### src/fusion_defines.svh
`ifndef FUSION_DEFINES_SVH
`define FUSION_DEFINES_SVH

// Micro-op slots per beat, same on the decoder side and the issue side
`define FUSE_WIDTH 4

// Fused op buffer entries, must be a power of two
`define FUSE_DEPTH 16

// Free entries needed to keep full low.
// Window and insert registers can still hold two beats when full rises
`define FUSE_MARGIN 8

`endif

### src/fusionPkg.sv
`include "fusion_defines.svh"

package fusionPkg;

    localparam int QIDX_W = $clog2(`FUSE_DEPTH);

    typedef logic [4:0]  regIdxT;
    typedef logic [31:0] immT;
    typedef logic [31:0] pcT;
    typedef logic [4:0]  fetchIdT;
    typedef logic [2:0]  fetchOffsT;

    typedef enum logic [1:0] {
        FU_INT,
        FU_LSU,
        FU_MUL
    } fuT;

    typedef enum logic [4:0] {
        INT_ADD,
        INT_LUI,
        INT_AUIPC,
        INT_SUB,
        // Conditional branches
        INT_BEQ,
        INT_BNE,
        INT_BLT,
        INT_BGE,
        INT_BLTU,
        INT_BGEU,
        // ADDI fused with the branch that follows it
        INT_F_ADDI_BEQ,
        INT_F_ADDI_BNE,
        INT_F_ADDI_BLT,
        INT_F_ADDI_BGE,
        INT_F_ADDI_BLTU,
        INT_F_ADDI_BGEU
    } intOpT;

    typedef struct packed {
        logic      valid;
        fuT        fu;
        intOpT     opcode;
        regIdxT    rd;
        regIdxT    rs0;
        regIdxT    rs1;
        logic      immB;
        immT       imm;
        pcT        pc;
        fetchIdT   fetchId;
        fetchOffsT fetchOffs;
        logic      compressed;
    } uopT;

    // Slot 0 holds the oldest op
    typedef uopT [`FUSE_WIDTH-1:0] uopBeatT;

    // Extra top bit is the wrap bit of the queue pointers
    typedef logic [QIDX_W:0] queueCntT;

endpackage

### src/issueStage.sv
`timescale 1ns/1ns
`include "fusion_defines.svh"

module issueStage import fusionPkg::*; (
    input  logic     clk,
    input  logic     rst,
    input  logic     flush,
    input  logic     outEn,
    input  uopBeatT  headUops,
    output queueCntT popCnt,
    output uopBeatT  outUops
);

    queueCntT headCnt;

    // Head valid bits are contiguous from slot 0
    always_comb begin
        headCnt = '0;
        for (int i = 0; i < `FUSE_WIDTH; i++) begin
            if (headUops[i].valid) begin
                headCnt = headCnt + queueCntT'(1);
            end
        end
    end

    assign popCnt = outEn ? headCnt : '0;

    always_ff @(posedge clk) begin
        if (rst || flush) begin
            for (int i = 0; i < `FUSE_WIDTH; i++) begin
                outUops[i].valid <= 1'b0;
            end
        end else begin
            for (int i = 0; i < `FUSE_WIDTH; i++) begin
                outUops[i] <= headUops[i];
                outUops[i].valid <= outEn && headUops[i].valid;
            end
        end
    end

endmodule

### config.mk
export PLATFORM = sky130hd
export DESIGN_NAME = issueStage
export DESIGN_NICKNAME = d
export VERILOG_FILES = /design/src/fusionPkg.sv /design/src/issueStage.sv
export VERILOG_INCLUDE_DIRS = /design/src
export SDC_FILE = /design/constraint.sdc
export NUM_CORES = 1
export LEC_CHECK = 0
export BUFFER_PORTS_ARGS = -buffer_cell sky130_fd_sc_hd__buf_2
export CAP_MARGIN = 30
export CORE_AREA = 2 2 304 306
export DETAILED_ROUTE_END_ITERATION = 6
export DIE_AREA = 0 0 306 308
export HOLD_SLACK_MARGIN = 0.03
export PLACE_DENSITY = 0.45
export RECOVER_POWER = 50
export SLEW_MARGIN = 20
export SYNTH_ARGS = -nofsm -noshare
export SYNTH_HDL_FRONTEND = slang
export SYNTH_SLANG_ARGS = --single-unit
export TNS_END_PERCENT = 30
### constraint.sdc
create_clock -name clk -period 17.7 [get_ports clk]
set_input_delay 1.77 -clock clk [delete_from_list [all_inputs] [get_ports clk]]
set_output_delay 1.77 -clock clk [all_outputs]
set_load 0.01 [all_outputs]
# == After elaboration in Yosys (flattened, before gate mapping) ==
# Index checks and enable logic that the tools add are counted.
# op_classes
mux,5
addsub,3
reduce_logical,5
# op_table
op,count
$mux 5,4
$add 5x1->5 const B,3
$logic_and 1x1->1,4
$logic_or 1x1->1,1
$mux 1,1
# totals
regBits,388
elab_cells,61
input_bits,392
out_inout_bits,393

# == Logic depth before layout (Yosys ltp) ==
# Gate-level depths: netlist of the first run.
# depth
word_depth,8
ltp_mapped,7
mapped_depth_nobuf,7

# == Worst setup path before layout of the first run ==
# No wires, ideal clock.
# synth_path
path_type,input to register
startpoint,input port rst
endpoint,register outUops[193] (netlist name)
setup_ns,0.149
path_slack_ns,-1.424
t_arrival_ns,18.975
path_stages,2
path_buffers,0
required_ns,17.551
path_cell_list,nor2_1 and3_1
# synth_via
elab_chain_cells,1
# synth_rtl
element,line_no,text
start: declaration,issueStage.sv:6,"input logic rst,"
$logic_or 1x1->1,issueStage.sv:29,if (rst || flush) begin
end signal: indexed assignment,issueStage.sv:35,outUops[i] <= headUops[i];
end: declaration,issueStage.sv:11,output uopBeatT outUops
# Every way passes these cells.
# A chain may end at the register's enable or synchronous reset.

# == Worst setup path in the final report of the first run ==
# layout_path
startpoint,input port flush
endpoint,register outUops[28] (netlist name) (enable)
# layout_via
elab_chain_cells,1
# layout_rtl
element,line_no,text
start: declaration,issueStage.sv:7,"input logic flush,"
$logic_or 1x1->1,issueStage.sv:29,
# Every way passes these cells.

==> impl_metrics.json, run 1 <==
{
  "io_buffers": 782,
  "tns_ps": 0,
  "largest_reg_flops": 388,
  "cts_num_sinks": 388,
  "drc": 0,
  "power.switching_uw": 459,
  "ctsLongestPathBuffers": 3,
  "hold_class": "input port to register",
  "gr-max-usage-layer": "met2",
  "synth_seq_area_share_pct": 98.4,
  "most-common-layout-cells": "712 x buf_2, 384 x edfxtp_1, 83 x clkbuf_1, 44 x clkbuf_16, 6 x clkinv_1",
  "path_cells": "buf_2, nor2_1, clkbuf_1, clkbuf_1",
  "antenna_found_initial": 12,
  "crit_family": "buffers and inverters",
  "top_register": "outUops",
  "antenna_left": 0,
  "p_int_mw": 1.63,
  "clockPowerShare_pct": 39.8,
  "powerDensity_nw_per_um2": 114,
  "vias_per_cell": 3.04,
  "clkTransAtPathRegs_ps": 60,
  "postCtsSetupBuffers": 0,
  "ys_seq_elements": 388,
  "relSlewSlack_pct": -440,
  "track_usage_pct": 7.44,
  "ios": 785,
  "outcome": "finished, violations left",
  "use_met1_pct": 7.62,
  "vias": 7469,
  "die_w_um": 306,
  "finalWorstSetupSlack_ps": 8190,
  "core-area_um2": 91000,
  "period_share_pct": 53.7,
  "syn_to_final_growth_pct": 56.1,
  "syn_area_um2": 11800,
  "met3_usage_pct": 4.00,
  "hold_viol_final": 0,
  "grt_pass1_vias": 7859,
  "setup_viol": 0,
  "maxCapViolCount": 2,
  "reg_top3": "outUops: 388 flops",
  "cts_resized": 0,
  "floorplan.initialDensity_pct": 13.0,
  "syn_inst": 414,
  "grt_util_met2_pct": 12.6,
  "total_leakage_power_nw": 7.28,
  "cp_slowest_cell": "clkbuf_1",
  "final_common_cell": "buf_2",
  "worst_slew_pin_slew_ps": 8110,
  "routabilityCongestion": 0.823,
  "die_h_um": 308,
  "cts_hold_buf": 0,
  "worst-path-buf-inv": 3,
  "cts_made_buffers": 43,
  "row_count": 111,
  "crit_top_cell": "clkbuf_1",
  "cp_data_required_time_ps": 17630,
  "grt_max_degree": 153,
  "finalCriticalPeriod_ps": 9510,
  "dp_slack_ps": 12030,
  "max_stage_delay_ps": 5630,
  "crit_fanout": 152,
  "avgRoutedWirePerCell_um": 15.5,
  "drive_above_1_share_pct": 60.5,
  "worst_setup_path_end_kind": "register",
  "rsz0062_at_grt": "false",
  "htreeDepth": 2,
  "yosysWarnings": 0,
  "critPathLaunchType": "input port",
  "p_comb_share_pct": 7.7,
  "cts_tree": "built",
  "cts_root_buffer": "clkbuf_16",
  "die-area_um2": 94200,
  "seqPwrFrac_pct": 52.6,
  "worstHoldStart": "headUops[366]",
  "nets": 1640,
  "hold_end": "outUops[366]$_DFFE_PN_",
  "hold_depth": 1,
  "dp_hpwl_mm": 30.0,
  "failed_checks": "capacitance limit, slew limit",
  "routed_wl_mm": 38.1,
  "firstDrtPassIters": 4,
  "crit_type": "input port to register",
  "drt_iter0_drc": 523,
  "fmax_mhz": 105,
  "arrival_ps": 9440,
  "peakVddDrop_mv": 0.0734,
  "syn_area_per_cell_um2": 28.5,
  "drv_slew": 219,
  "yosysUniqueCellTypes": 16,
  "grt-ovfl-total": 0,
  "switching_share_pct": 21.9,
  "grt_pass1_wl_mm": 51.5
}
-- power groups by stage --
stage                     sequential (mW)  combinational [mW]  clock (mW)
final                                1.10               0.160       0.833
after global routing                 1.11               0.173       0.904
after CTS                            1.10               0.167       0.871
after detailed placement             1.12               0.167           0
after global placement               1.11               0.167           0
after floorplan                      1.16              0.0159           0
-- cell families after synthesis --
| logic type | share of synthesized area, % |
|---|---|
| XOR/XNOR | 0.138 |
| AND/OR/NAND/NOR | 0.573 |
| adder cells (fa/ha/maj) | 0.318 |
| flip-flops | 98.4 |
| buffers and inverters | 0.191 |
| multiplexers | 0.170 |
| AO/OA/AOI/OAI | 0.149 |
| other | 0.0318 |
-- how the worst max path moves through the flow --
| stage | startpoint | end | slack, ps | depth (start not counted) |
|---|---|---|---|---|
| CTS | flush | outUops[89]$_DFFE_PN_ | 12700 | 5 |
| finish | flush | outUops[28]$_DFFE_PN_ | 8190 | 4 |
| floorplan | rst | outUops[193]$_SDFF_PP0_ | 5260 | 2 |
| global placement | flush | outUops[102]$_DFFE_PN_ | 12160 | 5 |
| global route | flush | outUops[110]$_DFFE_PN_ | 7570 | 4 |
| detailed placement | flush | outUops[245]$_DFFE_PN_ | 12030 | 5 |
-- final cells by class --
cell class                 count  area [um2]
timing repair buffer         787        3850
fill                        9776       72600
clock buffer                  55        1140
sequential                   388       11600
multi-input combinational     23         166
inverter                       2        7.51
antenna                        2        5.00
clock inverter                17         149
tap                         1186        1480
-- synthesized netlist by cell type (all sizes together) --
library cell,count,area [um2]
a21bo,1,10.0
and2,1,6.26
and3,4,25.0
buf,2,15.0
conb,1,3.75
dfxtp,4,80.1
edfxtp,384,11500
ha,3,37.5
inv,2,7.51
mux2i,2,20.0
nand2,1,3.75
nand2b,1,6.26
nand3,3,15.0
nor2,3,11.3
o31ai,1,7.51
xor2,1,16.3
-- stage by stage --
step / power (mW) / utilization (%) / cell area, um2 / hold slack (ps) / instances
6_report: 2.09 / 20.2 / 18400 / 1360 / 2460
5_1_grt: 2.18 / 20.2 / 18400 / 1300 / 2458
4_1_cts: 2.14 / 20.4 / 18500 / 1290 / 2457
3_5_place_dp: 1.28 / 18.9 / 17200 / 1950 / 2385
3_3_place_gp: 1.28 / 18.9 / 17200 / 1950 / 2385
2_1_floorplan: 1.18 / - / 11800 / 1870 / 415
-- layer usage --
layer	part of all wire, %	up-vias
met3	12	76
met2	49	467
met5	0.21	-
met1	35	3574
li1	-	3340
met4	3.2	12
Power figures use the tool's default switching activity.
==> run 2, diff against run 1 <==
--- a/config.mk
+++ b/config.mk
@@ -6,6 +6,7 @@
 export SDC_FILE = /design/constraint.sdc
 export NUM_CORES = 1
 export LEC_CHECK = 0
+export ABC_AREA = 1
 export BUFFER_PORTS_ARGS = -buffer_cell sky130_fd_sc_hd__buf_2
 export CAP_MARGIN = 30
 export CORE_AREA = 2 2 304 306
==> constraint.sdc (replaced) <==
create_clock -name clk -period 8.1 [get_ports clk]
set_input_delay 0.81 -clock clk [delete_from_list [all_inputs] [get_ports clk]]
set_output_delay 0.81 -clock clk [all_outputs]
set_load 0.01 [all_outputs]
==> impl_metrics.json, run 2 <==
{
  "outcome": "finished, violations left",
  "failed_checks": "capacitance limit, slew limit",
  "multi_input_area_um2": 148,
  "hold_viol_final": 0,
  "powerDensity_nw_per_um2": 253,
  "nets": 1652,
  "antenna_found_initial": 20,
  "cp_data_required_time_ps": 8290,
  "top_register": "outUops",
  "synth_top_area_share_pct": 97.8,
  "synth_edf_count": 384,
  "hold_depth": 1,
  "yosysWarnings": 0,
  "muxShareOfSynthArea_pct": 0,
  "switching_share_pct": 22.4,
  "avgRoutedWirePerCell_um": 16.8,
  "relSlewSlack_pct": -71.2,
  "dp_hpwl_mm": 32.8,
  "most-common-layout-cells": "611 x buf_2, 384 x edfxtp_1, 178 x clkbuf_1, 45 x clkbuf_16, 10 x nand2_1",
  "ctsLongestPathBuffers": 3,
  "yosysUniqueCellTypes": 13,
  "worst_setup_path_end_kind": "register",
  "routabilityCongestion": 0.869,
  "cts_hold_buf": 0,
  "routed_wl_mm": 41.6,
  "clkTransAtPathRegs_ps": 60,
  "power.switching_mw": 1.04,
  "grt_pass1_vias": 7890,
  "setup_viol": 0,
  "synth_largest_area_cell": "edfxtp_1",
  "critPathLaunchType": "input port",
  "path_depth": 4,
  "reg_top3": "outUops: 388 flops",
  "synthXorXnorAreaFrac_pct": 0,
  "cts_resized": 0,
  "cts_tree": "built",
  "yosys.area_share.simple_pct": 0.743,
  "syn_area_per_cell_um2": 27.7,
  "max_stage_delay_ps": 1860,
  "finalCriticalPeriod_ps": 3960,
  "grt-ovfl-total": 0,
  "crit_type": "input port to register",
  "die_h_um": 308,
  "regArea_um2": 11600,
  "track_usage_pct": 8.16,
  "die_w_um": 306,
  "p_total_mw": 4.65,
  "synth_compound_area_share_pct": 0.127,
  "floorplan.initialDensity_pct": 13.0,
  "largest_reg_flops": 388,
  "cts_num_sinks": 388,
  "drt_iter0_drc": 520,
  "clockPowerShare_pct": 40.9,
  "ys_top_cells_by_count": "384 x edfxtp_1, 10 x nand2_1, 9 x nor2_1",
  "synth.area.top_cells": "edfxtp_1 98%, dfxtp_1 0.68%, ha_1 0.32%, nand2_1 0.32%, nor2_1 0.29%",
  "final_common_cell": "buf_2",
  "row_count": 111,
  "crit_family": "simple AND/OR/NAND/NOR gates",
  "peakVddDrop_mv": 0.230,
  "synth_seq_area_share_pct": 98.5,
  "maxCapViolCount": 1,
  "die-area_um2": 94200,
  "antenna_left": 0,
  "synth_top_family_by_area": "simple AND/OR/NAND/NOR gates",
  "core-area_um2": 91000,
  "vias_per_cell": 3.04,
  "ios": 785,
  "total_leakage_power_nw": 7.04,
  "htreeDepth": 2,
  "fmax_mhz": 253,
  "grt_pass1_wl_mm": 55.0,
  "arrival_ps": 4150,
  "syn_to_final_growth_pct": 55.8,
  "cts_root_buffer": "clkbuf_16",
  "rsz0062_at_grt": "false",
  "crit_fanout": 153,
  "tns_ps": 0,
  "p_int_mw": 3.60,
  "seqPwrFrac_pct": 51.6,
  "period_share_pct": 48.8,
  "cp_slowest_cell": "nor2_1",
  "worst_slew_pin_slew_ps": 2560,
  "hold_end": "outUops[340]$_DFFE_PN_",
  "drc": 0,
  "drive_above_1_share_pct": 52.6,
  "yosys_most_used_dff": "edfxtp_1",
  "async_flop_share_pct": 0,
  "postCtsSetupBuffers": 0,
  "ys_seq_elements": 388,
  "p_comb_share_pct": 7.5,
  "hold_class": "input port to register",
  "vias": 7508,
  "io_buffers": 782,
  "worst-path-buf-inv": 3,
  "syn_inst": 425,
  "firstDrtPassIters": 4,
  "grt_max_degree": 154,
  "worstHoldStart": "headUops[340]",
  "n_fill_cell": 9780,
  "syn_area_um2": 11800,
  "synth_most_common_cell": "edfxtp_1",
  "synth_fa_ha_area_share_pct": 0.318,
  "path_cells": "buf_2, nor2_1, clkbuf_1, buf_12",
  "drv_slew": 32,
  "cts_made_buffers": 45
}
[run 2: layer usage]
layer	up-vias	routed length (um)	GRT usage, %
met5	-	141	0
met4	20	1290	3.62
met3	77	4880	3.95
met2	480	20900	14.1
met1	3566	14400	8.32
li1	3365	-	-
[run 2: final cells by class]
type / count / area share (%)
sequential: 388 / 63.2
timing repair buffer: 786 / 20.5
tap: 1186 / 8.08
clock buffer: 51 / 6.25
clock inverter: 22 / 1.04
multi-input combinational: 30 / 0.804
inverter: 6 / 0.123
antenna: 1 / 0.0136
[run 2: power by group through the flow]
stage	combinational, mW	clock, mW	sequential, mW
floorplan	0.0344	0	2.52
global placement	0.371	0	2.44
detailed placement	0.373	0	2.44
CTS	0.373	1.99	2.40
global route	0.376	2.05	2.41
finish	0.349	1.90	2.40
[run 2: worst max-delay path by stage]
stage                             start                 endpoint  slack [ps]
after floorplan                   flush  outUops[193]$_SDFF_PP0_         880
after global placement            flush  outUops[193]$_SDFF_PP0_        4940
after detailed placement          flush  outUops[193]$_SDFF_PP0_        4860
after CTS                 headUops[193]                popCnt[1]        5110
after global routing                rst   outUops[171]$_DFFE_PN_        3860
final                               rst    outUops[77]$_DFFE_PN_        4140
[run 2: cell families after synthesis]
family | after synthesis
AOI/OAI and AO/OA | 3
DFF | 388
other | 1
and+or+nand+nor | 22
buffers and inverters | 8
adders and majority gates | 3
[run 2: through the flow]
step	hold WS (ps)	utilization, %	worst slack [ps]	area [um2]	std cells
after global routing	355	20.2	3860	18400	2469
after global placement	987	19.0	4940	17300	2396
after CTS	333	20.4	5110	18600	2469
after floorplan	909	-	877	11800	426
final	408	20.2	4140	18400	2470
after detailed placement	988	19.0	4860	17300	2396
