### config.mk
export PLATFORM = sky130hd
export DESIGN_NAME = macroFuser
export DESIGN_NICKNAME = d
export VERILOG_FILES = /design/src/fusionPkg.sv /design/src/macroFuser.sv
export VERILOG_INCLUDE_DIRS = /design/src
export SDC_FILE = /design/constraint.sdc
export NUM_CORES = 1
export LEC_CHECK = 0
export BUFFER_PORTS_ARGS = -buffer_cell sky130_fd_sc_hd__buf_2
export CORE_MARGIN = 2
export CORE_UTILIZATION = 35
export CTS_BUF_LIST = sky130_fd_sc_hd__clkbuf_4 sky130_fd_sc_hd__clkbuf_8
export DETAILED_ROUTE_END_ITERATION = 8
export SYNTH_ARGS = -nofsm -noshare
export SYNTH_HDL_FRONTEND = slang
export SYNTH_SLANG_ARGS = --single-unit
export TNS_END_PERCENT = 100
### constraint.sdc
create_clock -name clk -period 66.6 [get_ports clk]
set_input_delay 13.32 -clock clk [delete_from_list [all_inputs] [get_ports clk]]
set_output_delay 13.32 -clock clk [all_outputs]
set_load 0.005 [all_outputs]
### src/fusion_defines.svh
`ifndef FUSION_DEFINES_SVH
`define FUSION_DEFINES_SVH

// Micro-op slots per beat, same on the decoder side and the issue side
`define FUSE_WIDTH 4

// Fused op buffer entries, must be a power of two
`define FUSE_DEPTH 16

// Free entries needed to keep full low.
// Window and insert registers can still hold two beats when full rises
`define FUSE_MARGIN 8

`endif

### src/fusionPkg.sv
`include "fusion_defines.svh"

package fusionPkg;

    localparam int QIDX_W = $clog2(`FUSE_DEPTH);

    typedef logic [4:0]  regIdxT;
    typedef logic [31:0] immT;
    typedef logic [31:0] pcT;
    typedef logic [4:0]  fetchIdT;
    typedef logic [2:0]  fetchOffsT;

    typedef enum logic [1:0] {
        FU_INT,
        FU_LSU,
        FU_MUL
    } fuT;

    typedef enum logic [4:0] {
        INT_ADD,
        INT_LUI,
        INT_AUIPC,
        INT_SUB,
        // Conditional branches
        INT_BEQ,
        INT_BNE,
        INT_BLT,
        INT_BGE,
        INT_BLTU,
        INT_BGEU,
        // ADDI fused with the branch that follows it
        INT_F_ADDI_BEQ,
        INT_F_ADDI_BNE,
        INT_F_ADDI_BLT,
        INT_F_ADDI_BGE,
        INT_F_ADDI_BLTU,
        INT_F_ADDI_BGEU
    } intOpT;

    typedef struct packed {
        logic      valid;
        fuT        fu;
        intOpT     opcode;
        regIdxT    rd;
        regIdxT    rs0;
        regIdxT    rs1;
        logic      immB;
        immT       imm;
        pcT        pc;
        fetchIdT   fetchId;
        fetchOffsT fetchOffs;
        logic      compressed;
    } uopT;

    // Slot 0 holds the oldest op
    typedef uopT [`FUSE_WIDTH-1:0] uopBeatT;

    // Extra top bit is the wrap bit of the queue pointers
    typedef logic [QIDX_W:0] queueCntT;

endpackage

### src/macroFuser.sv
`timescale 1ns/1ns
`include "fusion_defines.svh"

module macroFuser import fusionPkg::*; (
    input  logic    clk,
    input  logic    rst,
    input  logic    flush,
    input  logic    full,
    input  uopBeatT inUops,
    output uopBeatT insBeat
);

    uopBeatT winQ;
    uopBeatT insQ;
    logic    winLinked;

    uopT [`FUSE_WIDTH:0] win;
    uopT [`FUSE_WIDTH:0] fusedWin;
    uopBeatT insNext;
    uopBeatT winNext;
    logic    prevFused;

    function automatic logic isBranch(intOpT op);
        return op inside {INT_BEQ, INT_BNE, INT_BLT, INT_BGE, INT_BLTU, INT_BGEU};
    endfunction

    // LUI/AUIPC followed by ADDI into the same register
    function automatic logic isRuleA(uopT a, uopT b);
        return a.valid && b.valid && a.fu == FU_INT && b.fu == FU_INT
            && (a.opcode == INT_LUI || a.opcode == INT_AUIPC)
            && b.opcode == INT_ADD && b.immB
            && b.rs0 == b.rd && a.rd == b.rd;
    endfunction

    // ADDI rd,rd,imm followed by a branch on rd
    function automatic logic isRuleB(uopT a, uopT b);
        return a.valid && b.valid && a.fu == FU_INT && b.fu == FU_INT
            && a.opcode == INT_ADD && a.immB && a.rs0 == a.rd
            && isBranch(b.opcode) && b.rs0 == a.rd;
    endfunction

    function automatic uopT fuseA(uopT a, uopT b);
        uopT r;
        r = a;
        r.opcode = INT_ADD;
        r.imm = {a.imm[31:12], 12'b0} + {{20{b.imm[11]}}, b.imm[11:0]};
        return r;
    endfunction

    function automatic intOpT fusedBranchOp(intOpT op);
        case (op)
            INT_BNE:  return INT_F_ADDI_BNE;
            INT_BLT:  return INT_F_ADDI_BLT;
            INT_BGE:  return INT_F_ADDI_BGE;
            INT_BLTU: return INT_F_ADDI_BLTU;
            INT_BGEU: return INT_F_ADDI_BGEU;
            default:  return INT_F_ADDI_BEQ;
        endcase
    endfunction

    function automatic uopT fuseB(uopT a, uopT b);
        uopT r;
        r = a;
        r.opcode = fusedBranchOp(b.opcode);
        // ADDI immediate on top, branch offset in the low bits
        r.imm = {a.imm[11:0], 7'b0, b.imm[12:0]};
        r.rs0 = b.rs0;
        r.rs1 = b.rs1;
        r.rd = a.rd;
        r.immB = 1'b0;
        // Branch prediction needs the branch's own location
        r.pc = b.pc;
        r.fetchId = b.fetchId;
        r.fetchOffs = b.fetchOffs;
        r.compressed = b.compressed;
        return r;
    endfunction

    always_comb begin
        for (int i = 0; i < `FUSE_WIDTH; i++) begin
            win[i] = winQ[i];
        end
        // Incoming slot 0 only counts when it follows the window directly
        win[`FUSE_WIDTH] = inUops[0];
        win[`FUSE_WIDTH].valid = inUops[0].valid && winLinked;

        fusedWin = win;
        prevFused = 1'b0;
        for (int i = 0; i < `FUSE_WIDTH; i++) begin
            if (!prevFused && isRuleA(win[i], win[i+1])) begin
                fusedWin[i] = fuseA(win[i], win[i+1]);
                fusedWin[i+1].valid = 1'b0;
                prevFused = 1'b1;
            end else if (!prevFused && isRuleB(win[i], win[i+1])) begin
                fusedWin[i] = fuseB(win[i], win[i+1]);
                fusedWin[i+1].valid = 1'b0;
                prevFused = 1'b1;
            end else begin
                prevFused = 1'b0;
            end
        end

        for (int i = 0; i < `FUSE_WIDTH; i++) begin
            insNext[i] = fusedWin[i];
        end
        winNext = inUops;
        // Drop slot 0 if the newest window op absorbed it
        winNext[0].valid = winLinked ? fusedWin[`FUSE_WIDTH].valid : inUops[0].valid;
    end

    always_ff @(posedge clk) begin
        if (rst || flush) begin
            for (int i = 0; i < `FUSE_WIDTH; i++) begin
                winQ[i].valid <= 1'b0;
                insQ[i].valid <= 1'b0;
            end
            winLinked <= 1'b0;
        end else if (!full) begin
            winQ <= winNext;
            insQ <= insNext;
            winLinked <= 1'b1;
        end else begin
            // A stalled edge breaks adjacency with the next accepted beat
            winLinked <= 1'b0;
        end
    end

    always_comb begin
        insBeat = insQ;
        for (int i = 0; i < `FUSE_WIDTH; i++) begin
            insBeat[i].valid = insQ[i].valid && !full;
        end
    end

endmodule

* After elaboration in Yosys (flattened, before gate mapping)
Index checks and enable logic that the tools add are counted.
W data, S select, Z words.
** Word-level totals
- Bits in registers :: 777
- Input port bits :: 392
- Output and inout port bits :: 388
- Word-level logic and storage cells :: 263
** Cells by class
- Equality and inequality tests :: 45
- Mux-type cells :: 28
- Reductions and logical operators :: 87
- Bitwise gates (word level) :: 2
- Add/subtract/negate cells :: 4
** Operator list (count)
- $mux W97 :: 6
- $add A32 B32 Y32 :: 4
- $mux W94 :: 1
- $mux W89 :: 1
- $eq A5 B3 Y1 const B :: 16
- $eq A5 B5 Y1 :: 13
- $logic_and A1 B1 Y1 :: 63
- $pmux W3 S5 :: 4
- $eq A5 B4 Y1 const B :: 8
- $logic_not A5 Y1 :: 5
- $reduce_bool A6 Y1 :: 4
- $eq A5 B1 Y1 const B :: 4
- $eq A5 B2 Y1 const B :: 4
- $mux W1 :: 16
- $logic_not A2 Y1 :: 5
- $logic_or A1 B1 Y1 :: 5
- $logic_not A1 Y1 :: 4
- $not A1 Y1 :: 2
- $reduce_and A2 Y1 :: 1

* Depth between registers and ports, before layout
Gate-level depths: netlist of run 1.
- Word-level depth :: 23
- Depth in mapped cells :: 12
- Gate-level depth less buffers :: 12

* Worst setup path before layout of run 1
Ideal clock, no wire load.
- Path kind :: input port to flip-flop
- Start point :: input port full
- End point :: register insQ, in the netlist insBeat[0], enable pin
- Data arrival time :: 45560 ps
- Path buffers :: 2
- Setup slack :: 19114 ps
- Stages :: 3
- Path through :: clkbuf_1 clkbuf_1 nor2_1
** Between the ends
- Cells in the longest elaborated chain, start to end :: 2
** RTL lines
- start, declared :: line macroFuser.sv:8 : input logic full,
- $not A1 Y1 (no line)
- $reduce_and A2 Y1 (no line)
- end signal, assigned :: line macroFuser.sv:120 : insQ <= insNext;
- end, declared :: line macroFuser.sv:14 : uopBeatT insQ;
Every way passes these cells.
A chain may end at the register's enable or synchronous reset.

==> summary.txt, run 1 <==
Seq cells post-synth - 777
Cell taking the most area after synthesis - edfxtp_1
Register-to-Register Path Depth - 10
Die ar. - 103000 sq um
Minimum clock period after layout - 27.19 ns
Total GRT Usage - 20.3%
GR Util met1 - 25.9%
Initial Utilization - 35.3%
CP Data Arrival Time - 13.87 ns
Die X-Extent - 321 um
DRT antenna net count - 0
Hold Vio Cnt, Final - 0
# DRC - 0
Final non-filler cell total - 4488
Gr ovfl total - 0
Mux cell area share after synthesis - 5.04%
Die Y - 321 um
Most used DFF post-synth - edfxtp_1
Hold Buf Count CTS - 0
Met2 Use GR - 32.6%
Routability Congestion - 0.883
Core area - 100000 sq um
Mean routed wirelength per cell - 24.1 um
Clk pin slew, worst setup/hold paths - 0.06 ns
Element type at the critical path start - primary input
R2R Setup Slk - 61.64 ns
Fraction of registers with async set/reset - 0%
Final Instance Area - 40500 sq um
CTS buffer count - 138
Synth unique cells - 74
Adder-cell share of the synthesized area - 2.92%
Layout fillers - 9502
Placed Cells - 4223
Critical path required time - 53.28 ns
Compound-Gate Fraction of Synth Area - 5.54%
Busiest grt layer - met2
Vias/cell - 4.85
# rows - 116
Hold crit path type - flop to flop
Nets - 3537
P per Cell Area - 26.5 nW/um^2
Largest net degree at the start of global routing - 175
P_leak - 0.0157 uW
Yosys top cell area share - 65.4%
Via count - 21800
Number of global-route vias before repair - 21200
Top cells by area, synth - edfxtp_1, buf_4, nand2_1
Period utilization - 40.8%
PostCTS Resize Cnt - 0
Min-delay src - win[289]
Largest family of logic cells by synthesized area - buffers and inverters
Post-DP HPWL - 79.5 mm
Final setup viols - 0
Initial antenna violation count - 40
Yosys warns - 0
Worst slew margin - 24.9%
Layout cells sized above 1 - 36.6%
Worst-margin pin slew - 1.12 ns
FF/Latch Area - 23200 sq um
Count leader, synth - edfxtp_1
Post-synthesis simple-gate area fraction - 8.47%
H-Tree Depth - 4
Post-synth EDFFs - 768
Max VDD drop - 0.0000140 V
PnR Total Power - 1070 uW
Setup TNS Final - 0 ns
Clock Skew - 0.0440 ns
CTS tree - yes
Hold Crit Depth - 0
Starting DRT DRC Count - 1835
Setup bufs post-CTS - 0
WS Path Type - primary input to output port
Dpl cell area - 37800 sq um
CTS Buffer Depth - 3
Area added between synthesis and finish - 14.8%
WL final - 108 mm
Avg Synthesized Cell Area - 13.6 sq um
Ports - 780
RSZ-0062 raised after global routing - no
Post-synthesis cell count - 2600
Root buf cell - clkbuf_8
I/O Buffers - 779
Met3 Use GR - 5.95%
Worst-path maximum fanout - 18
Crit path capture type - output port
Fmax - 0.0368 GHz
Commonest cells post-synth - edfxtp_1, nand2_1, buf_4
Final Slew Violations - 0
Worst r2r src - win[188]
Post-synthesis xor/xnor area fraction - 2.56%
Clk_lat worst skew - 0.83 ns
Post-synthesis sequential area ratio - 65.9%
Max-cap violations - 0
Hold endpoint - insBeat[289]
Clock sinks - 777
Drt first pass iters - 5
Mapped cell area - 35300 sq um
Net Count, Synth - 3072
Status - finished, final reports clean
Area occupied by multi-input gates - 8710 sq um
Worst r2r dst - insBeat[215]
First-pass GRT wire length - 149 mm
## worst max-delay path, cell delays in order
cell and delay (ns):
buf_2 0.33, nor2b_1 0.08, buf_2 0.14
## sequential cells by signal (all words and copies together), names as in the netlist
signal	cells
insQ	4
insBeat	384
win	388
winLinked	1
## stage by stage
stage                     hold slack [ns]  setup WS, ns  util [%]
after floorplan                     0.424         19.11         -
after global placement              0.433         39.41      37.8
after detailed placement            0.437         39.41      37.8
after CTS                           0.451         39.42      40.5
after global routing                0.464         39.36      40.5
final                               0.441         39.41      40.5
## metal layers
metal,part of all wire (%),vias up
met5,0.097,-
met1,41,10600
met3,8.1,191
li1,-,10000
met2,48,882
met4,2.9,18
## report_power, final
group / leakage (uW) / switching (uW) / internal (uW)
sequential: 0.00713 / 12.3 / 556
combinational: 0.00712 / 37.2 / 30.4
clock: 0.00140 / 209 / 227
total: 0.0157 / 258 / 813
## area by class of cell
type                       count  area share [%]
sequential                   777            57.4
timing repair buffer         805            10.1
antenna                       16          0.0989
tap                         1298            4.01
multi-input combinational   1314            21.5
clock inverter                73            1.17
clock buffer                 176            5.42
inverter                      29           0.269
## cells by family after synthesis
group / count (synthesis)
simple gates: 659
fa+ha+maj: 80
buf+inv: 509
flops: 777
xor+xnor: 103
mux: 160
compound gates: 312
## worst max path at each step
stage | startpoint | to | slack (ns)
after floorplan | full | insBeat[0] | 19.11
final | full | insBeat[290] | 39.41
after global placement | full | insBeat[290] | 39.41
after detailed placement | full | insBeat[96] | 39.41
after global routing | full | insBeat[290] | 39.36
after CTS | full | insBeat[96] | 39.42
## cells in the final DEF (no fill, tap or decap), drive strengths merged, types with 8 or more instances in the layout
master  instances
a21boi          9
a21o           25
a21oi          69
a22oi          22
and2            8
and3           14
buf           805
clkbuf        176
clkinv         58
dfxtp           9
diode          16
edfxtp        768
ha             76
inv            38
mux2          140
mux2i          20
nand2         390
nand2b         14
nand3          38
nand4          10
nor2           72
nor2b          22
nor3           25
nor4            9
o21a            8
o21ai         108
o21bai          8
or2             9
or3            17
xnor2          63
xor2           40
Note: power is estimated with default switching activity, not from simulation.
==> run 2: changes to the inputs <==
Settings changed: ABC_AREA set to 1.
Clock period 66.6 ns to 24.1 ns, I/O delays scaled along.
==> summary.txt, run 2 <==
Root buf cell - clkbuf_8
Drt first pass iters - 5
Total GRT Usage - 21.3%
Sw frac - 24.5%
Comb pwr share - 7.3%
Net Count, Synth - 3766
Max VDD drop - 0.0000511 V
Worst-path maximum fanout - 17
Post-synthesis cell count - 3294
I/O Buffers - 779
Hold crit path type - flop to flop
Crit path capture type - output port
Dpl cell area - 39100 sq um
Hold Buf Count CTS - 0
P per Cell Area - 72.9 nW/um^2
Ports - 780
Max incr delay on CP - 0.29 ns
Minimum clock period after layout - 10.17 ns
CTS tree - yes
Count leader, synth - edfxtp_1
# rows - 118
Most frequent cells in the layout - buf_2, edfxtp_1, nand2_1
Status - finished, final reports clean
Post-placement setup slack - 13.94 ns
Final Instance Area - 42000 sq um
Element type at the critical path start - primary input
Clk pin slew, worst setup/hold paths - 0.06 ns
Yosys top cell area share - 63.0%
PostCTS Resize Cnt - 0
Commonest cells post-synth - edfxtp_1, nand2_1, buf_4
Fraction of registers with async set/reset - 0%
Post-synthesis sequential area ratio - 63.5%
Clock Skew - 0.0425 ns
Placed Cells - 4995
Seq cells post-synth - 777
Cell taking the most area after synthesis - edfxtp_1
Largest net degree at the start of global routing - 83
Worst-margin pin slew - 1.07 ns
Yosys warns - 0
Die ar. - 107000 sq um
Final Slew Violations - 0
# DRC - 0
Die X-Extent - 327 um
Nets - 4229
Initial Utilization - 35.3%
CTS buffer count - 140
Max FFs per register - 388
Pint - 2310 uW
Routability Congestion - 0.910
Mean routed wirelength per cell - 22.3 um
Setup bufs post-CTS - 0
RSZ-0062 raised after global routing - no
Most used DFF post-synth - edfxtp_1
Worst path bufs/invs - 2
Setup TNS Final - 0 ns
Starting DRT DRC Count - 2291
Area added between synthesis and finish - 14.6%
Post-DP HPWL - 88.4 mm
DRT antenna net count - 0
Slowest CP cell - buf_2
Core area - 104000 sq um
H-Tree Depth - 4
Period utilization - 42.2%
Avg Synthesized Cell Area - 11.1 sq um
Final setup viols - 0
Vias/cell - 4.83
Die Y - 327 um
CP Data Arrival Time - 5.35 ns
Final core occ - 40.5%
CP delay by family, top - buffers and inverters
Clk_lat worst skew - 0.82 ns
Clock sinks - 777
Flop pwr share - 51.2%
Clock power frac - 41.5%
Initial antenna violation count - 33
Hold Vio Cnt, Final - 0
Fmax - 0.0983 GHz
First-pass GRT wire length - 165 mm
Mapped cell area - 36600 sq um
Most common cell after layout, fill and taps aside - buf_2
Cells along the critical path - buf_2 -> nor2_1 -> buf_2
WS Path Type - primary input to output port
Top cells by area, synth - edfxtp_1, buf_4, nand2_1
P_leak - 0.0173 uW
Final Worst Setup Slack - 13.93 ns
Worst slew margin - 28.8%
CTS Buffer Depth - 3
Critical path required time - 19.28 ns
Final non-filler cell total - 5252
Gr ovfl total - 0
Via count - 25400
Synth unique cells - 47
Cell mode on critical path - buf_2
Max-cap violations - 0
Number of global-route vias before repair - 24500
Layout fillers - 10200
Psw - 750 uW
Post-synth EDFFs - 768
Layout cells sized above 1 - 27.6%
WL final - 117 mm
run 2: cell count changes after synthesis, moves of 24 or more:
| cell | change |
|---|---|
| a21oi_1 | +175 |
| clkbuf_1 | -24 |
| inv_1 | +261 |
| mux2_2 | -119 |
| nand2_1 | +121 |
| nand3_1 | +90 |
| nand4_1 | +42 |
| nor2_1 | +212 |
| o21ai_0 | +112 |
| xnor2_1 | -29 |
run 2: metrics by stage:
stage	power (uW)	hold slack, ns
6_report	3060	0.444
5_1_grt	3180	0.454
4_1_cts	3090	0.443
3_5_place_dp	1810	0.438
3_3_place_gp	1810	0.433
2_1_floorplan	1740	0.417
run 2: path summary, 6_finish.rpt:
kind              startpoint            to  slack (ns)  cells past startpoint
setup / recovery        full  insBeat[193]       13.93                      3
hold / removal      win[289]  insBeat[289]        0.44                      0
setup reg to reg    win[192]  insBeat[304]       18.67                     12
hold reg to reg     win[289]  insBeat[289]        0.44                      0
run 2: layout make-up:
class	count	area, sq um	share of cell area, %
Antenna cell	10	25.0	0.0596
Clock buffer	184	2280	5.42
Clock inverter	63	528	1.26
Inverter	302	1130	2.70
Multi-Input combinational cell	1734	8970	21.4
Sequential cell	777	23200	55.4
Tap cell	1380	1730	4.11
Timing Repair Buffer	802	4070	9.70
run 2: power groups by stage:
stage | Combinational [uW] | Sequential, uW | Clock [uW]
global route | 250 | 1570 | 1360
floorplan | 141 | 1600 | 0
finish | 223 | 1570 | 1270
CTS | 222 | 1570 | 1310
detailed placement | 220 | 1590 | 0
global placement | 219 | 1590 | 0
run 2: logic make-up after synthesis:
| group | count (synthesis) | share of synthesized area [%] |
|---|---|---|
| flops | 777 | 63.5 |
| simple gates | 1051 | 12.1 |
| buf+inv | 783 | 12.1 |
| xor+xnor | 70 | 1.67 |
| compound gates | 533 | 7.76 |
| fa+ha+maj | 80 | 2.82 |
run 2: layer usage:
layer  vias to the layer above  GRT usage [%]  part of all wire [%]  wire [um]
met1                     12100           28.3                    43      50300
met2                      1072           33.3                    46      54300
met3                       218           5.34                   7.6       8880
met4                        14           8.15                   3.2       3810
li1                      11900              -                     -          -
met5                         -              0                 0.070         82
